--- config.mk ---
export PLATFORM = sky130hd
export DESIGN_NAME = rio_tx_top
export DESIGN_NICKNAME = d
export VERILOG_FILES = /design/src/common/rio_tx_pkg.sv /design/src/source/tx_lane_ctrl.sv /design/src/source/tx_idle_gen.sv /design/src/source/tx_column_mux.sv /design/src/source/tx_data_map.sv /design/src/source/rio_tx_top.sv
export VERILOG_INCLUDE_DIRS = /design/src /design/src/common
export SDC_FILE = /design/constraint.sdc
export NUM_CORES = 1
export LEC_CHECK = 0
export BUFFER_PORTS_ARGS = -buffer_cell sky130_fd_sc_hd__buf_2
export CORE_MARGIN = 8
export CORE_UTILIZATION = 54
export DETAILED_ROUTE_END_ITERATION = 7
export HOLD_SLACK_MARGIN = 0.05
export PLACE_DENSITY_LB_ADDON = 0.08
export REMOVE_ABC_BUFFERS = 1
export SLEW_MARGIN = 40
export SYNTH_ARGS = -nofsm -noshare
export SYNTH_HDL_FRONTEND = slang
export SYNTH_HIERARCHICAL = 1
export SYNTH_SLANG_ARGS = --single-unit
--- constraint.sdc ---
create_clock -name tx_clk -period 2.6 [get_ports tx_clk]
set_input_delay 0.52 -clock tx_clk [delete_from_list [all_inputs] [get_ports tx_clk]]
set_output_delay 0.52 -clock tx_clk [all_outputs]
set_load 0.02 [all_outputs]
--- src/common/rio_tx_macros.svh ---
`ifndef RIO_TX_MACROS_SVH
`define RIO_TX_MACROS_SVH

// ------------------------------------------------------------
// Lane support
// ------------------------------------------------------------

// Set to 0 to build without the 2-lane or 4-lane mode
`define SUPPORT_2X 1
`define SUPPORT_4X 1

// Physical lanes on the transceiver side
`define LSIZE ((`SUPPORT_4X) ? 4 : ((`SUPPORT_2X) ? 2 : 1))

// ------------------------------------------------------------
// Link bring-up and idle characters
// ------------------------------------------------------------

// Idle columns sent before the link layer may send data
`define SYNC_COLUMNS 16

// K28.5, K28.3 and K28.0 before 8b/10b encoding
`define CHAR_K 8'hBC
`define CHAR_A 8'h7C
`define CHAR_R 8'h1C

`endif

--- src/common/rio_tx_pkg.sv ---
package rio_tx_pkg;

  // ------------------------------------------------------------
  // Character and lane widths
  // ------------------------------------------------------------

  // One code group ahead of the transceiver 8b/10b encoder
  typedef logic [7:0] char_t;

  // Four characters per lane
  // Most significant byte leaves the lane first
  typedef logic [31:0] lane_word_t;

  // One control flag per byte of the lane word
  // Bit k flags byte k
  typedef logic [3:0] lane_flag_t;

  // ------------------------------------------------------------
  // Column widths
  // ------------------------------------------------------------

  // Whole column ordered {lane 3, lane 2, lane 1, lane 0}
  typedef logic [127:0] column_data_t;

  // Flags for the whole column in the same lane order
  typedef logic [15:0] column_flag_t;

  // One enable bit per physical lane
  typedef logic [3:0] lane_mask_t;

  // Requested lane width from the link layer
  typedef logic [1:0] lane_mode_t;

  localparam lane_mode_t MODE_1X = 2'd0;
  localparam lane_mode_t MODE_2X = 2'd1;
  localparam lane_mode_t MODE_4X = 2'd2;

  // ------------------------------------------------------------
  // Link bring-up FSM
  // ------------------------------------------------------------
  typedef enum logic [1:0] {
    LINK_DISABLED,
    LINK_SYNC,
    LINK_ACTIVE
  } link_state_t;

endpackage

--- src/source/tx_lane_ctrl.sv ---
`timescale 1ns/100ps
`include "rio_tx_macros.svh"

module tx_lane_ctrl
  import rio_tx_pkg::*;
(
  input  logic       tx_clk,
  input  logic       rst,
  input  logic       link_enable,
  input  logic       tx_valid,
  input  lane_mode_t lane_mode,
  output logic       tx_ready,
  output logic       link_active,
  output logic       sel_data,
  output logic       sel_idle,
  output logic       idle_start,
  output lane_mask_t lane_en
);

  // Counter wide enough to reach the last sync column
  localparam int CNT_W = $clog2(`SYNC_COLUMNS + 1);

  // Fallback for a lane mode that the build cannot do
  localparam lane_mode_t WIDEST_MODE = (`SUPPORT_4X) ? MODE_4X :
                                       ((`SUPPORT_2X) ? MODE_2X : MODE_1X);

  link_state_t      state;
  link_state_t      state_next;
  logic [CNT_W-1:0] sync_cnt;
  logic             sync_done;
  lane_mode_t       mode_eff;

  // ------------------------------------------------------------
  // Link state machine
  // ------------------------------------------------------------

  // High in the last of the sync cycles
  assign sync_done = (sync_cnt == CNT_W'(`SYNC_COLUMNS - 1));

  always_comb begin
    state_next = state;
    case (state)
      LINK_DISABLED: begin
        if (link_enable) state_next = LINK_SYNC;
      end
      LINK_SYNC: begin
        if (!link_enable) state_next = LINK_DISABLED;
        else if (sync_done) state_next = LINK_ACTIVE;
      end
      LINK_ACTIVE: begin
        if (!link_enable) state_next = LINK_DISABLED;
      end
      default: state_next = LINK_DISABLED;
    endcase
  end

  always_ff @(posedge tx_clk) begin
    if (rst) begin
      state       <= LINK_DISABLED;
      sync_cnt    <= '0;
      tx_ready    <= 1'b0;
      link_active <= 1'b0;
      idle_start  <= 1'b0;
    end else begin
      state       <= state_next;
      tx_ready    <= (state_next == LINK_ACTIVE);
      link_active <= (state_next == LINK_ACTIVE);
      // One cycle pulse in the first sync cycle
      idle_start  <= (state == LINK_DISABLED) && (state_next == LINK_SYNC);
      // Counts sync cycles and clears in every other state
      if (state == LINK_SYNC) sync_cnt <= sync_cnt + 1'b1;
      else sync_cnt <= '0;
    end
  end

  // ------------------------------------------------------------
  // Column source select
  // ------------------------------------------------------------

  // A falling link_enable zeroes the column at that same edge
  always_comb begin
    sel_data = 1'b0;
    sel_idle = 1'b0;
    if (link_enable) begin
      if (tx_ready) begin
        sel_data = tx_valid;
        sel_idle = !tx_valid;
      end else if (state == LINK_SYNC) begin
        sel_idle = 1'b1;
      end
    end
  end

  // Unsupported requests fall back to the widest built mode
  always_comb begin
    mode_eff = lane_mode;
    if ((lane_mode == 2'd3) ||
        ((lane_mode == MODE_4X) && !(`SUPPORT_4X)) ||
        ((lane_mode == MODE_2X) && !(`SUPPORT_2X)))
      mode_eff = WIDEST_MODE;
  end

  always_comb begin
    case (mode_eff)
      MODE_4X: lane_en = 4'b1111;
      MODE_2X: lane_en = 4'b0011;
      default: lane_en = 4'b0001;
    endcase
  end

  // Data is only offered once a full sync run has finished
  a_ready_active: assert property (@(posedge tx_clk) disable iff (rst)
    $rose(tx_ready) |-> (state == LINK_ACTIVE) &&
      $past(state == LINK_SYNC, `SYNC_COLUMNS) &&
      !$past(state == LINK_SYNC, `SYNC_COLUMNS + 1));

  // Exactly one source feeds the mux while the link is up
  a_sel_exclusive: assert property (@(posedge tx_clk) disable iff (rst)
    (link_enable && (state != LINK_DISABLED)) |-> (sel_data ^ sel_idle));

endmodule

--- src/source/tx_idle_gen.sv ---
`timescale 1ns/100ps
`include "rio_tx_macros.svh"

module tx_idle_gen
  import rio_tx_pkg::*;
(
  input  logic         tx_clk,
  input  logic         rst,
  input  logic         idle_start,
  output column_data_t idle_data,
  output column_flag_t idle_datak
);

  localparam logic [6:0] LFSR_SEED = 7'h7F;

  logic [6:0] lfsr;
  logic [6:0] lfsr_next;
  lane_word_t idle_word;

  // Two LFSR bits choose one of the three idle codes
  // K is the more frequent pick
  function automatic char_t pick_char(input logic [1:0] sel);
    char_t code;
    case (sel)
      2'd1:    code = `CHAR_A;
      2'd2:    code = `CHAR_R;
      default: code = `CHAR_K;
    endcase
    return code;
  endfunction

  // ------------------------------------------------------------
  // Four LFSR steps per column
  // ------------------------------------------------------------

  // Polynomial x^7 + x^6 + 1 with slot 0 on the MSB byte
  always_comb begin
    lfsr_next = lfsr;
    idle_word = '0;
    for (int s = 0; s < 4; s++) begin
      lfsr_next = {lfsr_next[5:0], lfsr_next[6] ^ lfsr_next[5]};
      idle_word[8*(3-s) +: 8] = pick_char(lfsr_next[1:0]);
    end
    // First sync column is all K
    if (idle_start) idle_word = {4{`CHAR_K}};
  end

  // Sync entry restarts the sequence from the seed
  always_ff @(posedge tx_clk) begin
    if (rst || idle_start) begin
      lfsr <= LFSR_SEED;
    end else begin
      lfsr <= lfsr_next;
    end
  end

  // ------------------------------------------------------------
  // Column outputs
  // ------------------------------------------------------------

  // Same characters on every lane
  assign idle_data  = {4{idle_word}};
  // Idles are all control characters
  assign idle_datak = '1;

endmodule

--- src/source/tx_column_mux.sv ---
`timescale 1ns/100ps

module tx_column_mux
  import rio_tx_pkg::*;
(
  input  logic         tx_clk,
  input  logic         rst,
  input  column_data_t tx_data,
  input  column_flag_t tx_datak,
  input  column_data_t idle_data,
  input  column_flag_t idle_datak,
  input  logic         sel_data,
  input  logic         sel_idle,
  input  lane_mask_t   lane_en,
  output column_data_t col_data,
  output column_flag_t col_datak
);

  column_data_t data_next;
  column_flag_t datak_next;

  // ------------------------------------------------------------
  // Source select and lane blanking
  // ------------------------------------------------------------

  // Zero column when neither source is selected
  always_comb begin
    data_next  = '0;
    datak_next = '0;
    if (sel_data) begin
      data_next  = tx_data;
      datak_next = tx_datak;
    end else if (sel_idle) begin
      data_next  = idle_data;
      datak_next = idle_datak;
    end
    // Lanes outside the lane mode carry nothing
    for (int i = 0; i < 4; i++) begin
      if (!lane_en[i]) begin
        data_next[32*i +: 32] = '0;
        datak_next[4*i +: 4]  = '0;
      end
    end
  end

  // ------------------------------------------------------------
  // Column register
  // ------------------------------------------------------------

  // Cleared so the transceiver sees zeros out of reset
  always_ff @(posedge tx_clk) begin
    if (rst) begin
      col_data  <= '0;
      col_datak <= '0;
    end else begin
      col_data  <= data_next;
      col_datak <= datak_next;
    end
  end

  // Lane disabled at the sampling edge holds zero one cycle later
  for (genvar g = 0; g < 4; g++) begin : g_lane_chk
    a_lane_off_zero: assert property (@(posedge tx_clk) disable iff (rst)
      !$past(lane_en[g]) |->
        ((col_data[32*g +: 32] == '0) && (col_datak[4*g +: 4] == '0)));
  end

endmodule

--- src/source/tx_data_map.sv ---
`timescale 1ns/100ps
`include "rio_tx_macros.svh"

module tx_data_map
  import rio_tx_pkg::*;
(
  input  column_data_t              col_data,
  input  column_flag_t              col_datak,
  output logic [(`LSIZE*44)-1:0]    tx_phy_data
);

  // ------------------------------------------------------------
  // Transceiver 11-bit field per character
  // ------------------------------------------------------------
  // Bits 7..0 carry the character
  // Bit 8 flags a control character
  // Bit 9 is force disparity and bit 10 the disparity value
  // Both disparity bits stay zero so the encoder runs freely

  // Lanes above the physical lane count are dropped
  for (genvar i = 0; i < `LSIZE; i++) begin : g_lane
    lane_word_t lane_word;
    lane_flag_t lane_flag;

    assign lane_word = col_data[32*i +: 32];
    assign lane_flag = col_datak[4*i +: 4];

    // Slot 0 is the first character on the wire
    // so it takes the most significant byte
    for (genvar j = 0; j < 4; j++) begin : g_slot
      assign tx_phy_data[44*i + 11*j +: 11] =
        {2'b00, lane_flag[3-j], lane_word[8*(3-j) +: 8]};
    end
  end

endmodule

--- src/source/rio_tx_top.sv ---
`timescale 1ns/100ps
`include "rio_tx_macros.svh"

module rio_tx_top
  import rio_tx_pkg::*;
(
  input  logic                       tx_clk,
  input  logic                       rst,
  input  column_data_t               tx_data,
  input  column_flag_t               tx_datak,
  input  logic                       tx_valid,
  input  logic                       link_enable,
  input  lane_mode_t                 lane_mode,
  output logic                       tx_ready,
  output logic                       link_active,
  output logic [(`LSIZE*44)-1:0]     tx_phy_data
);

  logic         sel_data;
  logic         sel_idle;
  logic         idle_start;
  lane_mask_t   lane_en;
  column_data_t idle_data;
  column_flag_t idle_datak;
  column_data_t col_data;
  column_flag_t col_datak;

  // ------------------------------------------------------------
  // Link control
  // ------------------------------------------------------------
  tx_lane_ctrl u_ctrl (
    .tx_clk      (tx_clk),
    .rst         (rst),
    .link_enable (link_enable),
    .tx_valid    (tx_valid),
    .lane_mode   (lane_mode),
    .tx_ready    (tx_ready),
    .link_active (link_active),
    .sel_data    (sel_data),
    .sel_idle    (sel_idle),
    .idle_start  (idle_start),
    .lane_en     (lane_en)
  );

  // ------------------------------------------------------------
  // Datapath
  // ------------------------------------------------------------
  tx_idle_gen u_idle (
    .tx_clk     (tx_clk),
    .rst        (rst),
    .idle_start (idle_start),
    .idle_data  (idle_data),
    .idle_datak (idle_datak)
  );

  // Only register stage between the link layer and the transceiver
  tx_column_mux u_mux (
    .tx_clk     (tx_clk),
    .rst        (rst),
    .tx_data    (tx_data),
    .tx_datak   (tx_datak),
    .idle_data  (idle_data),
    .idle_datak (idle_datak),
    .sel_data   (sel_data),
    .sel_idle   (sel_idle),
    .lane_en    (lane_en),
    .col_data   (col_data),
    .col_datak  (col_datak)
  );

  tx_data_map u_map (
    .col_data    (col_data),
    .col_datak   (col_datak),
    .tx_phy_data (tx_phy_data)
  );

endmodule

; After elaboration in Yosys (flattened, before gate mapping)
; Cells that the tools add are included.
[word_totals]
output_inout_bits = 178
register_bits = 160
word_cells = 69
[classes]
muxes = 21
n_addsub = 1
reduce_logical = 9
bitwise = 9
n_eq_ne = 16
[ops]
columns = operator, n
row1 = two-way mux 128 bit, 2
row2 = one-hot mux 8 bit (2 select lines), 4
row3 = two-way mux 16 bit, 2
row4 = two-way mux 32 bit, 1
row5 = equality test 2 bit (second input constant), 8
row6 = equality test 2 x 1 -> 1 bit (second input constant), 7
row7 = two-way mux 2 bit, 5
row8 = OR reduction 2 bit, 5
row9 = one-hot mux 4 bit (2 select lines), 1
row10 = one-hot mux 2 bit (3 select lines), 1
row11 = adder 5 x 1 -> 5 bit (second input constant), 1
row12 = equality test 5 x 4 -> 1 bit (second input constant), 1
row13 = two-way mux 1 bit, 5
row14 = NOT 1 bit, 5
row15 = bitwise XOR 1 bit, 4
row16 = logical NOT 2 bit, 1
row17 = logical AND 1 bit, 1
row18 = logical NOT 1 bit, 1
row19 = logical OR 1 bit, 1

; Longest topological paths before layout
; Gate-level depths: netlist (run 1).
[logic_depth]
word_depth = 6
depth_mapped = 8
ltp_nobuf = 6

; By module
; Netlist (run 1), hierarchy kept.
[modules_own_cells]
columns = module, n_inst, cells_each, area_per_inst_um2
row1 = tx_column_mux, 1, 644, 5669.2
row2 = tx_idle_gen, 1, 185, 1442.6
row3 = tx_data_map, 1, 177, 1325.0
row4 = tx_lane_ctrl, 1, 42, 402.9

; Worst setup path after synthesis (run 1)
; OpenSTA, ideal clock, no wires.
[synth_path]
kind = reg2reg
startpoint = register u_idle.lfsr[5]
endpoint = register u_mux.col_data[87]
setup_ns = 0.132
stages_incl_launch_ff = 9
required_ns = 2.468
arrival_time_ns = 1.513
period_less_slack_ns = 1.645
path_slack_ns = 0.955
path_cell_list = dfxtp_1 buf_2 xnor2_1 inv_1 ha_1 or2_2 buf_4 nand3b_1 a21oi_1
[synth_via]
elab_chain_cells = 6
[synth_rtl]
columns = item, line_no
row1 = start: declaration, tx_idle_gen.sv:16  ; logic [6:0] lfsr;
row2 = start signal: assignment, tx_idle_gen.sv:53  ; lfsr <= lfsr_next;
row3 = bitwise XOR 1 bit, tx_idle_gen.sv:41  ; lfsr_next = {lfsr_next[5:0], lfsr_next[6] ^ lfsr_next[5]};
row4 = equality test 2 bit / equality test 2 x 1 -> 1 bit (equally long branches), tx_idle_gen.sv:24  ; case (sel)
row5 = one-hot mux 8 bit (2 select lines) *, tx_idle_gen.sv:24
row6 = two-way mux 32 bit *, tx_idle_gen.sv:45  ; if (idle_start) idle_word = {4{`CHAR_K}};
row7 = via idle_data[23], rio_tx_top.sv:23  ; column_data_t idle_data;
row8 = two-way mux 128 bit *, tx_column_mux.sv:33  ; end else if (sel_idle) begin
row9 = two-way mux 128 bit *, tx_column_mux.sv:30  ; if (sel_data) begin
row10 = end signal: assignment, tx_column_mux.sv:56  ; col_data <= data_next;
row11 = end: declaration, tx_column_mux.sv:15  ; output column_data_t col_data,
; The timed path passes the listed nets; every way through them passes the cells marked *.
; A chain may end at the register's enable or synchronous reset.

; Worst setup path in the final report (run 1)
[layout_path]
startpoint = register u_idle.lfsr[5]
endpoint = register u_mux.col_data[55]
; Same word-level chain as after synthesis.

==> results.yml, run 1 <==
status:
  status: "finished clean"
critical_path:
  start_kind: "flip-flop"
  cp_max_fo: 7
  required_ns: 2.88
  r2r-start: "u_idle/lfsr[5]"
  criticalPathCategory: "flip-flop to flip-flop"
  crit_path_end_kind: "flip-flop"
  cp.arrival_ns: 1.95
  critPathLaunch: "u_idle/lfsr[5]"
sta:
  tightest_slew_ns: 0.521
  fin_crit_sh_pct: 64.1
  slew_violations: 0
  min_period_ns: 1.67
  skew_ns: 0.00795
  setup_violations: 0
  fmax_ghz: 0.600
  grt_setup_unrepaired: "no"
  finalSetupTns_ns: 0
  slew_headroom_pct: 65.3
  hold_viol: 0
power:
  p_per_area_mw_per_mm2: 605
  vdd_drop_max_mv: 0.447
  p_leak_nw: 4.03
detailed_routing:
  first_pass_iters: 4
  wire_per_inst_um: 14.9
  drc_errors: 0
  drt_iter0_markers: 336
  viasPerCell: 4.39
  antenna_left: 0
  vias: 5909
  drt_wl_total_um: 20100
hold_path:
  min_from: "tx_data[67]"
  hp-class: "input pin to flip-flop"
cts:
  clock_path_buffers: 2
  path_clk_slew_ns: 0.06
  htreeDepth: 4
  hold_buffers: 0
  cts_resized: 0
  cts_tree: "yes"
  cts_made_buffers: 17
  clockRootBuffer: "clkbuf_16"
  cts_setup_buffers: 0
  clkLatencyLatePin_ns: 0.41
  clock_sink_count: 160
synth:
  avgSynthCellArea_sq_um: 8.43
  synth_area_leader_cell: "dfxtp_1"
  synth_area_leaders: "dfxtp_1 (36%), buf_4 (27%), nand3b_1 (12%)"
  yosysSeqAreaShare_pct: 36.2
  synth_warnings: 6
  yosys.area.top_type_share_pct: 36.2
  synth.distinct_cells: 32
  syn_inst: 1048
  synth_area_sq_mm: 0.00884
  ys_seq_elements: 160
floorplanning:
  ioPinCount: 328
  die_h_um: 144
  start_util_pct: 55.4
  core_area_sq_mm: 0.0159
  core.rowCount: 46
  die_area_sq_mm: 0.0207
  fp.dieW_um: 144
grt:
  grt_pass1_vias: 5730
  grt.total_usage_pct: 18.7
  antenna_found_initial: 0
  grt_max_degree: 147
  overflow: 0
  grt_pass1_wl_um: 30500
final_layout:
  final_nets: 1274
  layout_commonest_cell: "buf_2"
  syn_to_final_growth_pct: 1.98
  postLayoutCoreUtil_pct: 56.5
  fin_cells: 1347
  mostFrequentLayoutCells: "buf_2 (295), dfxtp_1 (160), nand2_1 (148)"
  layout-drive-gt1-share_pct: 30.9
placement:
  place_congestion: 0.737
  io_buffers: 295
  hpwlAfterDp_um: 14200
  placedCellCount: 1314
job:
  max_cap_violations: 0
==> kinds of logic after synthesis <==
group           count (synthesis)  share of synthesized area [%]
buf+inv                       387                           31.5
compound gates                151                           8.66
xor+xnor                        6                          0.594
flops                         160                           36.2
other cells                     4                          0.170
mux                             1                          0.127
simple gates                  332                           21.7
fa+ha+maj                       7                          0.991
==> flip-flops by register name (all words and copies together), names as in the netlist <==
name,flops
u_ctrl/link_active,1
u_ctrl/sync_cnt,5
u_ctrl/state,2
u_mux/col_datak,16
u_ctrl/idle_start,1
u_mux/col_data,128
u_idle/lfsr,7
==> through the flow <==
step | hold slack [ns] | power [mW] | area [sq um] | setup slack, ns
after floorplan | 0.384 | 2.84 | 6550 | -2.73
after global placement | 0.388 | 3.06 | 8440 | 0.907
after detailed placement | 0.395 | 3.06 | 8440 | 0.911
after CTS | 0.326 | 5.54 | 9010 | 0.926
after global routing | 0.332 | 5.70 | 9010 | 0.790
final | 0.350 | 5.46 | 9010 | 0.933
==> area by class of cell <==
cell class / instances / area, sq um
repair buffers: 304 / 1590
well taps: 216 / 270
flip-flops and latches: 160 / 3200
clock buffers: 23 / 468
clock inverters: 9 / 108
diodes: 1 / 2.50
inverters: 8 / 30.0
fillers: 1569 / 6930
multi-input cells: 626 / 3340
==> worst max-delay path: stages (launching register included) <==
cell	delay, ns
dfxtp_1	0.38
xnor2_1	0.32
inv_1	0.08
ha_1	0.27
or2_2	0.31
nand3b_1	0.11
a21oi_1	0.07
==> power by group <==
part | total [mW] | leakage, nW | internal, mW | switching, mW
clock | 2.45 | 0.278 | 1.47 | 0.984
sequential | 2.52 | 1.29 | 2.49 | 0.0238
combinational | 0.491 | 2.46 | 0.185 | 0.305
total | 5.46 | 4.03 | 4.14 | 1.31
==> cell usage after synthesis (all sizes together) <==
cell / number
o21a: 1
dfxtp: 160
nor4b: 1
a31oi: 3
xor2: 1
or3: 2
and3: 2
inv: 8
or2: 5
nor3b: 1
nand2b: 8
or3b: 2
a21oi: 147
nor2: 8
and4bb: 2
conb: 4
clkbuf: 10
mux2: 1
nor2b: 5
ha: 7
nand3b: 145
nor4bb: 2
nand2: 148
xnor2: 5
buf: 369
nand3: 1
==> per-layer routing <==
layer / GRT usage (%) / vias to the layer above / routed length (um)
li1: - / 3107 / -
met1: 22.0 / 2592 / 8240
met2: 31.5 / 193 / 9580
met3: 6.54 / 17 / 2020
met4: 5.09 / 0 / 238
met5: 0 / - / 0
==> worst paths after layout <==
| check | to | slack, ns | depth (start not counted) |
|---|---|---|---|
| max | u_mux/col_data[55] | 0.93 | 6 |
| min | u_mux/col_data[67] | 0.35 | 3 |
| max reg2reg | u_mux/col_data[55] | 0.93 | 6 |
| min reg2reg | u_idle/lfsr[5] | 0.41 | 1 |
Power figures use the tool's default switching activity.
==> run 2: changes to the inputs <==
--- a/config.mk
+++ b/config.mk
@@ -8,7 +8,7 @@
 export LEC_CHECK = 0
 export BUFFER_PORTS_ARGS = -buffer_cell sky130_fd_sc_hd__buf_2
 export CORE_MARGIN = 8
-export CORE_UTILIZATION = 54
+export CORE_UTILIZATION = 45
 export DETAILED_ROUTE_END_ITERATION = 7
 export HOLD_SLACK_MARGIN = 0.05
 export PLACE_DENSITY_LB_ADDON = 0.08
==> constraint.sdc (replaced) <==
create_clock -name tx_clk -period 1.4 [get_ports tx_clk]
set_input_delay 0.28 -clock tx_clk [delete_from_list [all_inputs] [get_ports tx_clk]]
set_output_delay 0.28 -clock tx_clk [all_outputs]
set_load 0.02 [all_outputs]
==> results.yml, run 2 (synthesis gave the netlist of run 1 again) <==
power:
  power.total_mw: 11.1
  p_per_area_mw_per_mm2: 1080
  internal_power_mw: 8.45
  p_leak_nw: 4.58
  share_comb_of_total_power_pct: 10.8
  p_sw_share_pct: 24.0
  clock_power_share_pct: 47.3
  switchingPower_mw: 2.68
  vdd_drop_max_mv: 0.834
  p_seq_share_pct: 42.0
cts:
  clock_sink_count: 160
  path_clk_slew_ns: 0.07
  htreeDepth: 4
  clock_path_buffers: 2
  clkLatencyLatePin_ns: 0.42
  cts_tree: "yes"
  cts_made_buffers: 17
  clockRootBuffer: "clkbuf_16"
  hold_buffers: 0
critical_path:
  crit_chain: "nor3b_4 -> buf_4 -> o21a_4 -> buf_6 -> nand3b_1 -> a21oi_1"
  criticalPathCategory: "flip-flop to flip-flop"
  worst_path_largest_cell_delay_ns: 0.35
  crit_family: "compound AO/OA/AOI/OAI gates"
  cp_max_fo: 9
  required_ns: 1.74
  critPathSlowestCell: "dfxtp_2"
  crit_path_end_kind: "flip-flop"
  start_kind: "flip-flop"
  cp_num_buf_inv: 2
  cp.arrival_ns: 1.75
sta:
  slew_violations: 0
  hold_viol: 0
  skew_ns: 0.00976
  min_period_ns: 1.41
  fin_ws_ns: -0.0105
  finalSetupTns_ns: -0.0406
  holdWs_ns: 0.0975
  fmax_ghz: 0.709
  grt_setup_unrepaired: "yes"
  fin_crit_sh_pct: 101
  setup_violations: 7
hold_path:
  hp-class: "input pin to flip-flop"
detailed_routing:
  wl_met3_um: 1590
  drc_errors: 0
  met2_wirelength_um: 11200
  drt_wl_total_um: 23000
  drt_iter0_markers: 268
  first_pass_iters: 4
  vias: 6398
  top_layer_used: "met5"
  wl_met1_um: 9800
  wire_per_inst_um: 15.7
  antenna_left: 0
  viasPerCell: 4.37
floorplanning:
  core.rowCount: 51
  die_area_sq_mm: 0.0244
  start_util_pct: 45.6
  fp.dieW_um: 156
  die_h_um: 156
  core_area_sq_mm: 0.0194
  ioPinCount: 328
final_layout:
  mostFrequentLayoutCells: "buf_2 (294), dfxtp_1 (153), nand2_1 (148)"
  design_area_sq_mm: 0.0103
  largest_reg_flops: 128
  final_nets: 1340
  fin_cells: 1463
  top_regs: "u_mux/col_data x128, u_mux/col_datak x16, u_idle/lfsr x7"
  regMostFlops: "u_mux/col_data"
  postLayoutCoreUtil_pct: 53.3
  syn_to_final_growth_pct: 17.0
  layout-drive-gt1-share_pct: 38.6
  layout_commonest_cell: "buf_2"
grt:
  grt_pass1_vias: 6503
  grt_max_degree: 39
  grt_pass1_wl_um: 34100
  grt.total_usage_pct: 17.6
  overflow: 0
  antenna_found_initial: 3
status:
  violations: "negative setup slack"
  status: "finished, violations left"
placement:
  placed_cell_area_sq_mm: 0.00895
  placedCellCount: 1405
  place_congestion: 0.773
  io_buffers: 295
  dpl_worst_slack_ns: -0.107
  hpwlAfterDp_um: 15700
job:
  max_cap_violations: 0
## run 2: cell type report
| type | count | area, sq um |
|---|---|---|
| inverters | 8 | 30.0 |
| clock inverters | 12 | 205 |
| diodes | 2 | 5.00 |
| well taps | 265 | 332 |
| fillers | 1876 | 9050 |
| flip-flops and latches | 160 | 3220 |
| clock buffers | 20 | 457 |
| multi-input cells | 627 | 3560 |
| repair buffers | 369 | 2530 |
## run 2: tightest hold or removal path, stage by stage
cell and delay, ns:
buf_2 0.09, nand2_1 0.05, a21oi_1 0.05
## run 2: power by group through the flow
stage	clock network, mW	logic [mW]	registers, mW
after detailed placement	0	1.03	4.76
final	5.26	1.20	4.67
after CTS	5.40	1.13	4.66
after global placement	0	1.04	4.76
after global routing	5.58	1.32	4.68
after floorplan	0	0.436	4.83
## run 2: repair_timing
action,CTS,global route
gates cloned,3,8
setup buffers,7,8
endpoints found under the setup margin,62,126
pin swaps,13,64
gates resized for setup,37,53
## run 2: metal layers
layer	up-vias	global-route usage [%]
li1	3257	-
met1	2921	20.8
met2	196	29.7
met3	22	5.21
met4	2	5.90
met5	-	0
## run 2: final timing paths
| kind | slack [ns] | from | depth (start not counted) | end |
|---|---|---|---|---|
| min reg2reg | 0.42 | u_idle/lfsr[1] | 1 | u_idle/lfsr[5] |
| min | 0.1 | tx_data[90] | 3 | u_mux/col_data[90] |
| max | -0.01 | u_ctrl/link_active | 6 | u_mux/col_datak[1] |
| max reg2reg | -0.01 | u_ctrl/link_active | 6 | u_mux/col_datak[1] |
==> run 3: changes to the inputs <==
--- a/config.mk
+++ b/config.mk
@@ -8,7 +8,7 @@
 export LEC_CHECK = 0
 export BUFFER_PORTS_ARGS = -buffer_cell sky130_fd_sc_hd__buf_2
 export CORE_MARGIN = 8
-export CORE_UTILIZATION = 45
+export CORE_UTILIZATION = 38
 export DETAILED_ROUTE_END_ITERATION = 7
 export HOLD_SLACK_MARGIN = 0.05
 export PLACE_DENSITY_LB_ADDON = 0.08
@@ -16,5 +16,4 @@
 export SLEW_MARGIN = 40
 export SYNTH_ARGS = -nofsm -noshare
 export SYNTH_HDL_FRONTEND = slang
-export SYNTH_HIERARCHICAL = 1
 export SYNTH_SLANG_ARGS = --single-unit
==> results.yml, run 3 <==
status:
  status: "finished, violations left"
  violations: "negative setup slack"
grt:
  grt_pass1_wl_um: 25000
  grt_pass1_vias: 4853
  busiest_layer: "met2"
  grtUsageMet1_pct: 17.8
  grt.total_usage_pct: 17.6
  antenna_found_initial: 2
  grt_use_met2_pct: 31.0
  overflow: 0
  grt_max_degree: 49
  use_met3_pct: 8.77
detailed_routing:
  drc_errors: 0
  drt_iter0_markers: 134
  first_pass_iters: 4
  drt_wl_total_um: 16900
  viasPerCell: 4.47
  wire_per_inst_um: 16.6
  vias: 4554
  antenna_left: 0
sta:
  grt_setup_unrepaired: "yes"
  hold_viol: 0
  skew_ns: 0.00792
  slew_violations: 0
  tightest_slew_ns: 0.612
  holdWs_ns: 0.0645
  fin_ws_ns: -0.000164
  setup_violations: 1
  min_period_ns: 1.40
  slew_headroom_pct: 59.2
  fmax_ghz: 0.714
  fin_crit_sh_pct: 100
floorplanning:
  core_area_sq_mm: 0.0138
  ioPinCount: 328
  core.rowCount: 43
  fp.dieW_um: 135
  die_h_um: 135
  die_area_sq_mm: 0.0181
  start_util_pct: 38.6
placement:
  place_congestion: 0.821
  io_buffers: 295
  hpwlAfterDp_um: 13100
final_layout:
  regMostFlops: "u_mux.col_data"
  final_nets: 985
  seq_area_sq_mm: 0.00322
  layout-drive-gt1-share_pct: 52.4
  multi_input_area_sq_mm: 0.00227
  syn_to_final_growth_pct: 59.4
  mostFrequentLayoutCells: "buf_2 (293), dfxtp_1 (153), nand2_1 (53)"
  layout_commonest_cell: "buf_2"
  top_regs: "u_mux.col_data x128, u_mux.col_datak x16, u_idle.lfsr x7"
  largest_reg_flops: 128
  fillCellCount: 1135
power:
  power.total_mw: 10.8
  p_leak_nw: 4.23
  vdd_drop_max_mv: 0.610
  p_per_area_mw_per_mm2: 1270
synth:
  ys.flop_type: "dfxtp_1"
  syn_inst: 482
  synth_warnings: 0
  synth_area_leader_cell: "dfxtp_1"
  synth-edff-count: 0
  synth_most_common_cell: "dfxtp_1"
  ys_top_cells_by_count: "dfxtp_1 (160), nand2_1 (55), o21a_1 (50)"
  avgSynthCellArea_sq_um: 11.1
  yosysSeqAreaShare_pct: 60.0
  synth_area_leaders: "dfxtp_1 (60%), o21a_1 (7.0%), buf_4 (5.1%)"
  synth.distinct_cells: 37
  yosys.area.top_type_share_pct: 60.0
  synth_area_sq_mm: 0.00534
  ys_seq_elements: 160
  async_reset_ff_share_pct: 0
cts:
  clkLatencyLatePin_ns: 0.41
  cts_tree: "yes"
  path_clk_slew_ns: 0.06
  clock_path_buffers: 2
  cts_made_buffers: 17
  htreeDepth: 4
  clockRootBuffer: "clkbuf_16"
  clock_sink_count: 160
critical_path:
  crit_path_end_kind: "primary output"
  criticalPathCategory: "flip-flop to primary output"
  cp_max_fo: 6
  reg2reg_slack_ns: -0.0002
  start_kind: "flip-flop"
  required_ns: 1.12
  cp.arrival_ns: 1.12
hold_path:
  hp-class: "input pin to flip-flop"
job:
  max_cap_violations: 0
-- run 3: cell count changes after synthesis, moves of 10 or more --
cell       change
buf_6         -10
nand2_1       -93
buf_2         -19
nand3b_1     -144
o2bb2ai_1     +22
o2bb2ai_2     +10
and2_1        +34
o21ai_0       +16
buf_4        -286
a21oi_1      -140
o21a_1        +49
-- run 3: stage by stage --
step,cell area [sq um],cells,utilization (%),TNS [ns],setup WS [ns]
global route,8510,1018,61.5,-5.27,-0.0932
floorplan,5060,452,-,-72.72,-0.895
global placement,7090,961,51.3,-2.86,-0.102
detailed placement,7090,961,51.3,-3.79,-0.183
finish,8510,1019,61.6,-0.000164,-0.000164
CTS,8000,1013,57.9,-0.113,-0.0354
-- run 3: cell families after synthesis --
group | after synthesis | share of synthesized area [%]
DFF | 160 | 60.0
AOI/OAI and AO/OA | 118 | 17.6
and+or+nand+nor | 115 | 10.8
buffers and inverters | 72 | 8.15
adders and majority gates | 10 | 2.34
xor gates and xnor gates | 6 | 0.984
other | 1 | 0.0702
-- run 3: power breakdown --
group	switching [mW]	total (mW)	internal, mW
combinational	0.548	1.04	0.492
clock	1.72	5.08	3.36
sequential	0.0545	4.70	4.64
-- run 3: critical path, stage by stage, from the launching register on --
cell,delay (ns)
dfxtp_2,0.32
buf_6,0.12
buf_4,0.14
buf_6,0.13
-- run 3: path summary, 6_finish.rpt --
kind	from	to	cells after the start
worst max register to register	u_ctrl.tx_ready	u_mux.col_data[111]	5
worst min register to register	u_idle.lfsr[1]	u_idle.lfsr[5]	1
worst max-delay path	u_ctrl.tx_ready	link_active	3
worst min-delay path	tx_data[21]	u_mux.col_data[21]	3
-- run 3: area by class of cell --
type | instances | area share (%)
repair buffers | 354 | 24.5
multi-input cells | 281 | 26.7
flip-flops and latches | 160 | 37.8
diodes | 1 | 0.0294
inverters | 11 | 0.485
clock buffers | 23 | 5.73
well taps | 180 | 2.65
clock inverters | 9 | 2.07
-- run 3: per-layer routing --
| metal | part of all wire, % | wire [um] |
|---|---|---|
| met1 | 37 | 6190 |
| met2 | 51 | 8600 |
| met3 | 11 | 1840 |
| met4 | 1.6 | 278 |
| met5 | 0.13 | 22 |
-- run 3: what timing repair did --
item | in CTS | in global routing
hold buffers | 20 | 0
setup buffers | 0 | 4
resized for setup | 16 | 85
endpoints found under the setup margin | 44 | 90
hold endpoints to repair | 20 | 0
pin swaps | 5 | 42
cloned | 0 | 1
